$ cat config.mk
export PLATFORM = sky130hd
export DESIGN_NAME = dcache_ctrl_flat
export DESIGN_NICKNAME = d
export VERILOG_FILES = /design/src/dcache_pkg.sv /design/src/way_if.sv /design/src/dcache_ctrl.sv /design/src/flat_wrapper.sv
export SDC_FILE = /design/constraint.sdc
export NUM_CORES = 1
export LEC_CHECK = 0
export BUFFER_PORTS_ARGS = -buffer_cell sky130_fd_sc_hd__buf_2
export CAP_MARGIN = 10
export CELL_PAD_IN_SITES_DETAIL_PLACEMENT = 1
export CELL_PAD_IN_SITES_GLOBAL_PLACEMENT = 2
export CORE_AREA = 2 2 357 359
export CTS_CLUSTER_SIZE = 10
export DETAILED_ROUTE_END_ITERATION = 6
export DIE_AREA = 0 0 359 361
export GPL_TIMING_DRIVEN = 0
export PLACE_DENSITY_LB_ADDON = 0.05
export SLEW_MARGIN = 40
export SYNTH_ARGS = -nofsm -noshare
export SYNTH_HDL_FRONTEND = slang
export SYNTH_SLANG_ARGS = --single-unit
$ cat constraint.sdc
create_clock -name clk -period 6.6 [get_ports clk]
set_input_delay 0.66 -clock clk [delete_from_list [all_inputs] [get_ports clk]]
set_output_delay 0.66 -clock clk [all_outputs]
set_load 0.01 [all_outputs]
$ cat src/dcache_pkg.sv
// data cache shared definitions
package dcache_pkg;

    // address and data sizes
    localparam int ADDR_W = 64;
    localparam int WORD_W = 64;
    localparam int STRB_W = 8;

    // address split into tag, index and byte offset
    localparam int OFFSET_W = 3;
    localparam int INDEX_W  = 6;
    localparam int TAG_W    = 55;

    // one word per set
    localparam int NUM_SETS = 64;

    // request controller states
    typedef enum logic [2:0] {
        ST_IDLE      = 3'd0,
        ST_LOOKUP    = 3'd1,
        ST_WRITEBACK = 3'd2,
        ST_REFILL    = 3'd3,
        ST_RELOAD    = 3'd4
    } ctrl_state_e;

    // memory-side command, held with mem_req_o
    typedef enum logic {
        CMD_WRITEBACK = 1'b0,
        CMD_REFILL    = 1'b1
    } mem_cmd_e;

endpackage

$ cat src/way_if.sv
// cache way access interface
`timescale 1ns/1ns

interface way_if
    import dcache_pkg::*;
();

    // driven by the controller
    logic [INDEX_W-1:0] index;
    logic               tag_wr;
    logic [TAG_W-1:0]   tag_in;
    logic [STRB_W-1:0]  data_be;
    logic [WORD_W-1:0]  data_in;
    logic               dirty_set;
    logic               dirty_clr;

    // registered read of the previous cycle's index
    logic               valid_out;
    logic               dirty_out;
    logic [TAG_W-1:0]   tag_out;
    logic [WORD_W-1:0]  data_out;

    modport ctrl (
        output index, tag_wr, tag_in, data_be, data_in, dirty_set, dirty_clr,
        input  valid_out, dirty_out, tag_out, data_out
    );

    modport way (
        input  index, tag_wr, tag_in, data_be, data_in, dirty_set, dirty_clr,
        output valid_out, dirty_out, tag_out, data_out
    );

endinterface
$ cat src/dcache_ctrl.sv
// data cache request controller
`timescale 1ns/1ns

module dcache_ctrl
    import dcache_pkg::*;
(
    input  logic              clk,
    input  logic              reset_i,

    input  logic              req_valid_i,
    input  logic              req_write_i,
    input  logic [ADDR_W-1:0] req_addr_i,
    input  logic [WORD_W-1:0] req_wdata_i,
    input  logic [STRB_W-1:0] req_strb_i,
    output logic              resp_done_o,
    output logic [WORD_W-1:0] resp_rdata_o,

    output logic              mem_req_o,
    output mem_cmd_e          mem_cmd_o,
    output logic [ADDR_W-1:0] mem_addr_o,
    output logic [WORD_W-1:0] mem_wdata_o,
    input  logic              mem_ack_i,
    input  logic [WORD_W-1:0] mem_rdata_i,

    way_if.ctrl               way0,
    way_if.ctrl               way1
);

    ctrl_state_e state_q;
    ctrl_state_e state_d;

    logic [TAG_W-1:0]   req_tag;
    logic [INDEX_W-1:0] req_index;

    logic [1:0] hit_vec;
    logic       hit;
    logic [1:0] wr_hit_vec;
    logic [1:0] refill_wr;
    logic [1:0] wb_done;

    logic [NUM_SETS-1:0] lru_bits;
    logic                miss_victim;
    logic                victim_dirty;
    logic                victim_q;

    logic [TAG_W-1:0]  victim_tag;
    logic [WORD_W-1:0] victim_data;
    logic [WORD_W-1:0] fill_data;

    assign req_tag   = req_addr_i[ADDR_W-1 -: TAG_W];
    assign req_index = req_addr_i[OFFSET_W +: INDEX_W];

    // tag compare on the registered way outputs
    assign hit_vec[0] = way0.valid_out && (way0.tag_out == req_tag);
    assign hit_vec[1] = way1.valid_out && (way1.tag_out == req_tag);
    assign hit        = |hit_vec;

    // invalid way first, then the least recently used one
    always_comb begin
        if (!way0.valid_out) begin
            miss_victim = 1'b0;
        end else if (!way1.valid_out) begin
            miss_victim = 1'b1;
        end else begin
            miss_victim = lru_bits[req_index];
        end
    end

    assign victim_dirty = miss_victim ? (way1.valid_out && way1.dirty_out)
                                      : (way0.valid_out && way0.dirty_out);

    always_comb begin
        state_d = state_q;
        case (state_q)
            ST_IDLE: begin
                if (req_valid_i) begin
                    state_d = ST_LOOKUP;
                end
            end
            ST_LOOKUP: begin
                if (hit) begin
                    state_d = ST_IDLE;
                end else if (victim_dirty) begin
                    state_d = ST_WRITEBACK;
                end else begin
                    state_d = ST_REFILL;
                end
            end
            ST_WRITEBACK: begin
                if (mem_ack_i) begin
                    state_d = ST_REFILL;
                end
            end
            ST_REFILL: begin
                if (mem_ack_i) begin
                    state_d = ST_RELOAD;
                end
            end
            // arrays hold the new line one read later
            ST_RELOAD: begin
                state_d = ST_LOOKUP;
            end
            default: begin
                state_d = ST_IDLE;
            end
        endcase
    end

    always_ff @(posedge clk) begin
        if (reset_i) begin
            state_q <= ST_IDLE;
        end else begin
            state_q <= state_d;
        end
    end

    // victim held for the whole miss
    always_ff @(posedge clk) begin
        if (reset_i) begin
            victim_q <= 1'b0;
        end else if (state_q == ST_LOOKUP && !hit) begin
            victim_q <= miss_victim;
        end
    end

    // lru bit names the way not touched by the last hit
    always_ff @(posedge clk) begin
        if (reset_i) begin
            lru_bits <= '0;
        end else if (state_q == ST_LOOKUP && hit) begin
            lru_bits[req_index] <= hit_vec[0];
        end
    end

    assign resp_done_o  = (state_q == ST_LOOKUP) && hit;
    assign resp_rdata_o = hit_vec[1] ? way1.data_out : way0.data_out;

    // memory side
    assign victim_tag  = victim_q ? way1.tag_out  : way0.tag_out;
    assign victim_data = victim_q ? way1.data_out : way0.data_out;

    assign mem_req_o   = (state_q == ST_WRITEBACK) || (state_q == ST_REFILL);
    assign mem_cmd_o   = (state_q == ST_WRITEBACK) ? CMD_WRITEBACK : CMD_REFILL;
    assign mem_addr_o  = (state_q == ST_WRITEBACK)
                       ? {victim_tag, req_index, {OFFSET_W{1'b0}}}
                       : {req_tag, req_index, {OFFSET_W{1'b0}}};
    assign mem_wdata_o = victim_data;

    // per-way write controls
    assign wr_hit_vec = (state_q == ST_LOOKUP && req_write_i) ? hit_vec : 2'b00;
    assign refill_wr  = (state_q == ST_REFILL && mem_ack_i)
                      ? {victim_q, !victim_q} : 2'b00;
    assign wb_done    = (state_q == ST_WRITEBACK && mem_ack_i)
                      ? {victim_q, !victim_q} : 2'b00;
    assign fill_data  = (state_q == ST_REFILL) ? mem_rdata_i : req_wdata_i;

    assign way0.index     = req_index;
    assign way0.tag_wr    = refill_wr[0];
    assign way0.tag_in    = req_tag;
    assign way0.data_be   = refill_wr[0] ? {STRB_W{1'b1}}
                          : (wr_hit_vec[0] ? req_strb_i : '0);
    assign way0.data_in   = fill_data;
    assign way0.dirty_set = wr_hit_vec[0];
    assign way0.dirty_clr = wb_done[0];

    assign way1.index     = req_index;
    assign way1.tag_wr    = refill_wr[1];
    assign way1.tag_in    = req_tag;
    assign way1.data_be   = refill_wr[1] ? {STRB_W{1'b1}}
                          : (wr_hit_vec[1] ? req_strb_i : '0);
    assign way1.data_in   = fill_data;
    assign way1.dirty_set = wr_hit_vec[1];
    assign way1.dirty_clr = wb_done[1];

endmodule

$ cat src/flat_wrapper.sv
// flat-port wrapper written by rule: the top's interface ports become plain ports
module dcache_ctrl_flat import dcache_pkg::*;
  (clk, reset_i, req_valid_i, req_write_i, req_addr_i, req_wdata_i, req_strb_i, resp_done_o, resp_rdata_o, mem_req_o, mem_cmd_o, mem_addr_o, mem_wdata_o, mem_ack_i, mem_rdata_i, way0_index, way0_tag_wr, way0_tag_in, way0_data_be, way0_data_in, way0_dirty_set, way0_dirty_clr, way0_valid_out, way0_dirty_out, way0_tag_out, way0_data_out, way1_index, way1_tag_wr, way1_tag_in, way1_data_be, way1_data_in, way1_dirty_set, way1_dirty_clr, way1_valid_out, way1_dirty_out, way1_tag_out, way1_data_out);
  way_if way0_i ();
  way_if way1_i ();
  input  logic clk;
  input  logic reset_i;
  input  logic req_valid_i;
  input  logic req_write_i;
  input  logic [ADDR_W-1:0] req_addr_i;
  input  logic [WORD_W-1:0] req_wdata_i;
  input  logic [STRB_W-1:0] req_strb_i;
  output logic resp_done_o;
  output logic [WORD_W-1:0] resp_rdata_o;
  output logic mem_req_o;
  output mem_cmd_e mem_cmd_o;
  output logic [ADDR_W-1:0] mem_addr_o;
  output logic [WORD_W-1:0] mem_wdata_o;
  input  logic mem_ack_i;
  input  logic [WORD_W-1:0] mem_rdata_i;
  output wire logic [$bits(way0_i.index)-1:0] way0_index;
  output wire logic [$bits(way0_i.tag_wr)-1:0] way0_tag_wr;
  output wire logic [$bits(way0_i.tag_in)-1:0] way0_tag_in;
  output wire logic [$bits(way0_i.data_be)-1:0] way0_data_be;
  output wire logic [$bits(way0_i.data_in)-1:0] way0_data_in;
  output wire logic [$bits(way0_i.dirty_set)-1:0] way0_dirty_set;
  output wire logic [$bits(way0_i.dirty_clr)-1:0] way0_dirty_clr;
  input wire logic [$bits(way0_i.valid_out)-1:0] way0_valid_out;
  input wire logic [$bits(way0_i.dirty_out)-1:0] way0_dirty_out;
  input wire logic [$bits(way0_i.tag_out)-1:0] way0_tag_out;
  input wire logic [$bits(way0_i.data_out)-1:0] way0_data_out;
  output wire logic [$bits(way1_i.index)-1:0] way1_index;
  output wire logic [$bits(way1_i.tag_wr)-1:0] way1_tag_wr;
  output wire logic [$bits(way1_i.tag_in)-1:0] way1_tag_in;
  output wire logic [$bits(way1_i.data_be)-1:0] way1_data_be;
  output wire logic [$bits(way1_i.data_in)-1:0] way1_data_in;
  output wire logic [$bits(way1_i.dirty_set)-1:0] way1_dirty_set;
  output wire logic [$bits(way1_i.dirty_clr)-1:0] way1_dirty_clr;
  input wire logic [$bits(way1_i.valid_out)-1:0] way1_valid_out;
  input wire logic [$bits(way1_i.dirty_out)-1:0] way1_dirty_out;
  input wire logic [$bits(way1_i.tag_out)-1:0] way1_tag_out;
  input wire logic [$bits(way1_i.data_out)-1:0] way1_data_out;
  assign way0_index = way0_i.index;
  assign way0_tag_wr = way0_i.tag_wr;
  assign way0_tag_in = way0_i.tag_in;
  assign way0_data_be = way0_i.data_be;
  assign way0_data_in = way0_i.data_in;
  assign way0_dirty_set = way0_i.dirty_set;
  assign way0_dirty_clr = way0_i.dirty_clr;
  assign way0_i.valid_out = way0_valid_out;
  assign way0_i.dirty_out = way0_dirty_out;
  assign way0_i.tag_out = way0_tag_out;
  assign way0_i.data_out = way0_data_out;
  assign way1_index = way1_i.index;
  assign way1_tag_wr = way1_i.tag_wr;
  assign way1_tag_in = way1_i.tag_in;
  assign way1_data_be = way1_i.data_be;
  assign way1_data_in = way1_i.data_in;
  assign way1_dirty_set = way1_i.dirty_set;
  assign way1_dirty_clr = way1_i.dirty_clr;
  assign way1_i.valid_out = way1_valid_out;
  assign way1_i.dirty_out = way1_dirty_out;
  assign way1_i.tag_out = way1_tag_out;
  assign way1_i.data_out = way1_data_out;
  dcache_ctrl u_core (.clk(clk), .reset_i(reset_i), .req_valid_i(req_valid_i), .req_write_i(req_write_i), .req_addr_i(req_addr_i), .req_wdata_i(req_wdata_i), .req_strb_i(req_strb_i), .resp_done_o(resp_done_o), .resp_rdata_o(resp_rdata_o), .mem_req_o(mem_req_o), .mem_cmd_o(mem_cmd_o), .mem_addr_o(mem_addr_o), .mem_wdata_o(mem_wdata_o), .mem_ack_i(mem_ack_i), .mem_rdata_i(mem_rdata_i), .way0(way0_i), .way1(way1_i));
endmodule
* Word-level counts from Yosys, hierarchy flattened
Cells that the tools add are included.
** Cells by class
- Order comparisons :: 2
- Equal/unequal tests :: 9
- Multiplexer cells :: 27
- Reductions and logical operators :: 16
** Operators with widths (count)
- 2-to-1 mux 64 bit :: 4
- equality test 55 bit :: 2
- bitwise mux 64 bit :: 1
- 2-to-1 mux 55 bit :: 1
- 2-to-1 mux 8 bit :: 4
- one-hot mux 3 bit (5 select lines) :: 1
- 2-to-1 mux 3 bit :: 4
- logical AND 1 bit :: 10
- < comparator 6 x 7 -> 1 bit, second input constant :: 1
- 2-to-1 mux 1 bit :: 7
- binary-select mux 1 bit (select 6 bit) :: 1
- demux 1 bit (select 6 bit) :: 1
- equality test 3 x 2 -> 1 bit, second input constant :: 2
- >= comparator 6 x 1 -> 1 bit, second input constant :: 1
- 2-to-1 mux 2 bit :: 3
- inequality test 2 bit, second input constant :: 3
- equality test 3 x 1 -> 1 bit, second input constant :: 1
- equality test 3 bit, second input constant :: 1
- logical NOT 3 bit :: 1
- AND reduction 3 bit :: 1
- logical NOT 1 bit :: 2
- OR reduction 2 bit :: 1
- logical OR 1 bit :: 1
** Word-level totals
- Bits in registers :: 68
- Bits of input ports :: 447
- Output and inout port bits :: 467

* Depth between registers and ports, before layout
- Word-level depth :: 8
- Mapped depth :: 10

* Worst setup path after synthesis
OpenSTA, ideal clock, no wires.
- Path type :: input-to-output
- Start point :: in req_addr_i[37]
- End point :: out way1_data_be[1]
- Arrival time :: 2.482 ns
- Data required time :: 5.940 ns
- Slack :: 3.458 ns
- Stages on the path :: 8
- Buffers on the path :: 2
- Path through :: xor2_1 nand4bb_1 nor4b_2 nand4_1 or4_1 buf_4 clkbuf_1 o21ai_0
** Between the ends
- Word-level cells in the longest chain between the ends :: 5
** Ends and longest elaborated chain
- from (decl) :: RTL line flat_wrapper.sv:10 : input logic [ADDR_W-1:0] req_addr_i;
- equality test 55 bit :: RTL line dcache_ctrl.sv:55 : assign hit_vec[1] = way1.valid_out && (way1.tag_out == req_tag);
- logical AND 1 bit :: RTL line dcache_ctrl.sv:55
- 2-to-1 mux 2 bit :: RTL line dcache_ctrl.sv:150 : assign wr_hit_vec = (state_q == ST_LOOKUP && req_write_i) ? hit_vec : 2'b00;
- 2-to-1 mux 8 bit :: RTL line dcache_ctrl.sv:170 : : (wr_hit_vec[1] ? req_strb_i : '0);
- 2-to-1 mux 8 bit :: RTL line dcache_ctrl.sv:169 : assign way1.data_be = refill_wr[1] ? {STRB_W{1'b1}}
- to (decl) :: RTL line flat_wrapper.sv:35 : output wire logic [$bits(way1_i.data_be)-1:0] way1_data_be;
No other way between the ends.

* Worst setup path in the final report
- Start point :: in req_addr_i[34]
- End point :: out resp_rdata_o[56]
** Between the ends
- Word-level cells in the longest chain between the ends :: 3
** Ends and longest elaborated chain
- equality test 55 bit :: RTL line dcache_ctrl.sv:55
- logical AND 1 bit :: RTL line dcache_ctrl.sv:55
- 2-to-1 mux 64 bit :: RTL line dcache_ctrl.sv:136 : assign resp_rdata_o = hit_vec[1] ? way1.data_out : way0.data_out;
- to (decl) :: RTL line flat_wrapper.sv:14 : output logic [WORD_W-1:0] resp_rdata_o;
No other way between the ends.

==> results.toml <==
[logic_synthesis]
synth_xor_area_share_pct = 7.23
ys_seq_area_share_pct = 13.2
synth_edf_count = 0
synthCells = 1425
synth-simple-area-share_pct = 22.5
synth_area_mm2 = 0.0103
synthAdderAreaFrac_pct = 0
yosys_warnings = 0
synthArstFlopShare_pct = 0
synth_compound_area_share_pct = 15.8
synth_flop_cell = "dfxtp_1"
synth_top_family_by_area = "simple AND/OR/NAND/NOR gates"
netlist-cell-type-count = 64
avgSynthCellArea_um2 = 7.23
synthMuxAreaShare_pct = 21.7
ys_seq_elements = 68

[power_and_ir_drop]
power.density_mw_per_mm2 = 146
p_leak_nw = 7.82
peakVddDrop_mv = 0.119
p_total_mw = 2.54

[clock_tree]
clk_pin_slew_ns = 0.06
cts_setup_buffers = 0
cts-root-buf = "clkbuf_16"
htree_levels = 3
cts.sinks = 68
cts-resized-gates = 0
clk_latency_ns = 0.36
cts_buffers = 9
clockBufferDepth = 2
postCtsHoldBufs = 0
cts_tree = "yes"

[placement]
place_area_mm2 = 0.0170
pre_cts_slack_ns = 1.70
place_congestion = 0.902
place_inst = 3986
dpl.hpwl_um = 112000
place.port_buffers = 904

[setup_path]
cp_slowest_stage_delay_ns = 0.50
ff2ff_path_depth = 6
cpMostUsedCell = "buf_2"
crit_chain = "buf_2 > xnor2_1 > nand4_1 > nor4b_1 > nand4_1 > nor3_2 > buf_4 > buf_2 > buf_2 > nand2_1 > nand2_1 > buf_2"
arrival_ns = 4.05
r2r_start = "u_core.lru_bits[23]"
cp_max_fo = 10
end_kind = "output pin"
startpoint_type = "primary input"
ff2ff_setup_slack_ns = 3.69
r2r-end = "u_core.state_q[0]"
setup.worst_path.class = "in2out"
critPathSlowestCell = "nor4b_1"
cp.required_ns = 5.94

[global_routing]
grt_first_pass_wirelength_um = 160000
grt_pass1_vias = 15116
grt_max_degree = 13
grt_overflow = 0
track_usage_pct = 18.6
antenna_found_initial = 89

[routing]
drt_iter0_drc = 702
vias_per_cell = 3.66
drcViolationCount = 0
ant_nets = 0
wl_per_cell_um = 31.4
vias = 14713
wirelength_um = 126000
firstDrtPassIters = 5

[die]
die_h_um = 361
rows = 130
initial_core_util_pct = 8.21
core-area_mm2 = 0.125
io_pins = 914
die_w_um = 359
dieArea_mm2 = 0.130

[timing]
worst_pin_slew_ns = 0.910
fmax_mhz = 213
max-slew-margin-rel_pct = 38.6
tns_ns = 0
fin_crit_ns = 4.71
fin_worst_hold_slack_ns = 0.468
drv_slew = 0
finClkSkew_ns = 0.0106
fin_crit_sh_pct = 71.3
layout_setup_ws_ns = 1.89
setup_viol = 0
rsz0062_at_grt = "no"
final_hold_viol_count = 0

[final_layout]
nets = 2794
post_layout_nonfiller_instances = 4020
fill_cells = 15233
final_util_pct = 13.8
post-route-cell-area_mm2 = 0.0174
area_growth_pct = 68.6
final_layout_size_suffix_gt1_share_pct = 56.6

[job]
drv_cap = 0

[outcome]
status = "complete, no violations"

[worst_hold_path]
min_path_cells = 2
hold_path_class = "reg2reg"
worstHoldStart = "u_core.lru_bits[28]"
holdPathEnd = "u_core.lru_bits[28]"
critical path: cells and delay by family:
kind	cells	cell delay (ns)
xor+xnor	1	0.45
buf+inv	5	1.19
simple gates	6	1.72
layer usage:
| layer | vias to the layer above | track usage (%) | wire length (um) |
|---|---|---|---|
| li1 | 6671 | - | - |
| met1 | 7262 | 22.1 | 51800 |
| met2 | 581 | 34.9 | 65500 |
| met3 | 153 | 4.17 | 7110 |
| met4 | 46 | 1.99 | 1650 |
| met5 | - | 0 | 268 |
cell usage in the layout, fill, tap and decap left out, drive strengths merged, types with 4 or more instances in the layout:
master   count
nand3       74
mux2i       65
clkbuf      67
o21ai       14
o2111ai      5
dfxtp       68
o211ai       4
nor4b        4
a31o         8
buf       1142
a22o         4
inv         22
nor2b       19
and2         8
xnor2       71
nand2      230
nand4       23
a22oi        4
nand3b       4
a21oi      128
nor3         8
or3          5
nor2        77
nand2b      23
nor4        13
mux4         6
o31ai       65
diode       18
xor2        14
mux2       129
cell usage after synthesis (all sizes together) (5+ instances only):
library cell | instances | area (um2)
mux4 | 6 | 135
nand2b | 23 | 144
a31o | 8 | 70.1
xor2 | 14 | 123
buf | 233 | 1710
mux2i | 65 | 651
or3 | 5 | 31.3
clkbuf | 57 | 216
xnor2 | 71 | 622
o31ai | 65 | 488
nand4 | 23 | 144
nor3 | 8 | 45.0
nand2 | 230 | 863
o2111ai | 5 | 43.8
nor4 | 13 | 81.3
dfxtp | 68 | 1360
nor2 | 77 | 292
nor2b | 19 | 119
inv | 22 | 82.6
a21oi | 128 | 641
nand3 | 74 | 370
and2 | 8 | 50.1
mux2 | 129 | 1450
o21ai | 14 | 70.1
where the power goes:
| part | total (mW) | leakage [nW] | switching [mW] | internal, mW |
|---|---|---|---|---|
| Clock | 0.522 | 0.145 | 0.220 | 0.303 |
| Combinational | 1.60 | 7.13 | 1.01 | 0.585 |
| Sequential | 0.419 | 0.548 | 0.00478 | 0.414 |
| Total | 2.54 | 7.82 | 1.24 | 1.30 |
cells by family after synthesis:
kind of cell | Yosys count
mux | 200
buf+inv | 312
flops | 68
other cells | 1
compound gates | 258
simple gates | 501
xor+xnor | 85
how the worst max path moves through the flow:
| stage | start | cells past startpoint | end |
|---|---|---|---|
| after floorplan | req_addr_i[37] | 8 | way1_data_be[1] |
| final | req_addr_i[34] | 12 | resp_rdata_o[56] |
| after global routing | req_addr_i[34] | 12 | resp_rdata_o[56] |
| after CTS | req_addr_i[34] | 12 | resp_rdata_o[56] |
| after detailed placement | req_addr_i[34] | 12 | resp_rdata_o[56] |
| after global placement | req_addr_i[34] | 11 | resp_rdata_o[56] |
registers in the layout, summed over array words and instances, names as in the netlist:
register         cells
u_core.state_q       3
u_core.lru_bits     64
u_core.victim_q      1
cell type report:
type / instances / area, um2 / area share (%)
Clock inverter: 6 / 63.8 / 0.367
Buffer: 290 / 1950 / 11.2
Multi-Input combinational cell: 1047 / 6990 / 40.3
Inverter: 22 / 82.6 / 0.476
Timing Repair Buffer: 909 / 4570 / 26.3
Sequential cell: 68 / 1360 / 7.84
Tap cell: 1650 / 2060 / 11.9
Antenna cell: 18 / 45.0 / 0.259
Clock buffer: 10 / 239 / 1.38
No activity file was read; power rests on OpenSTA's default activity.
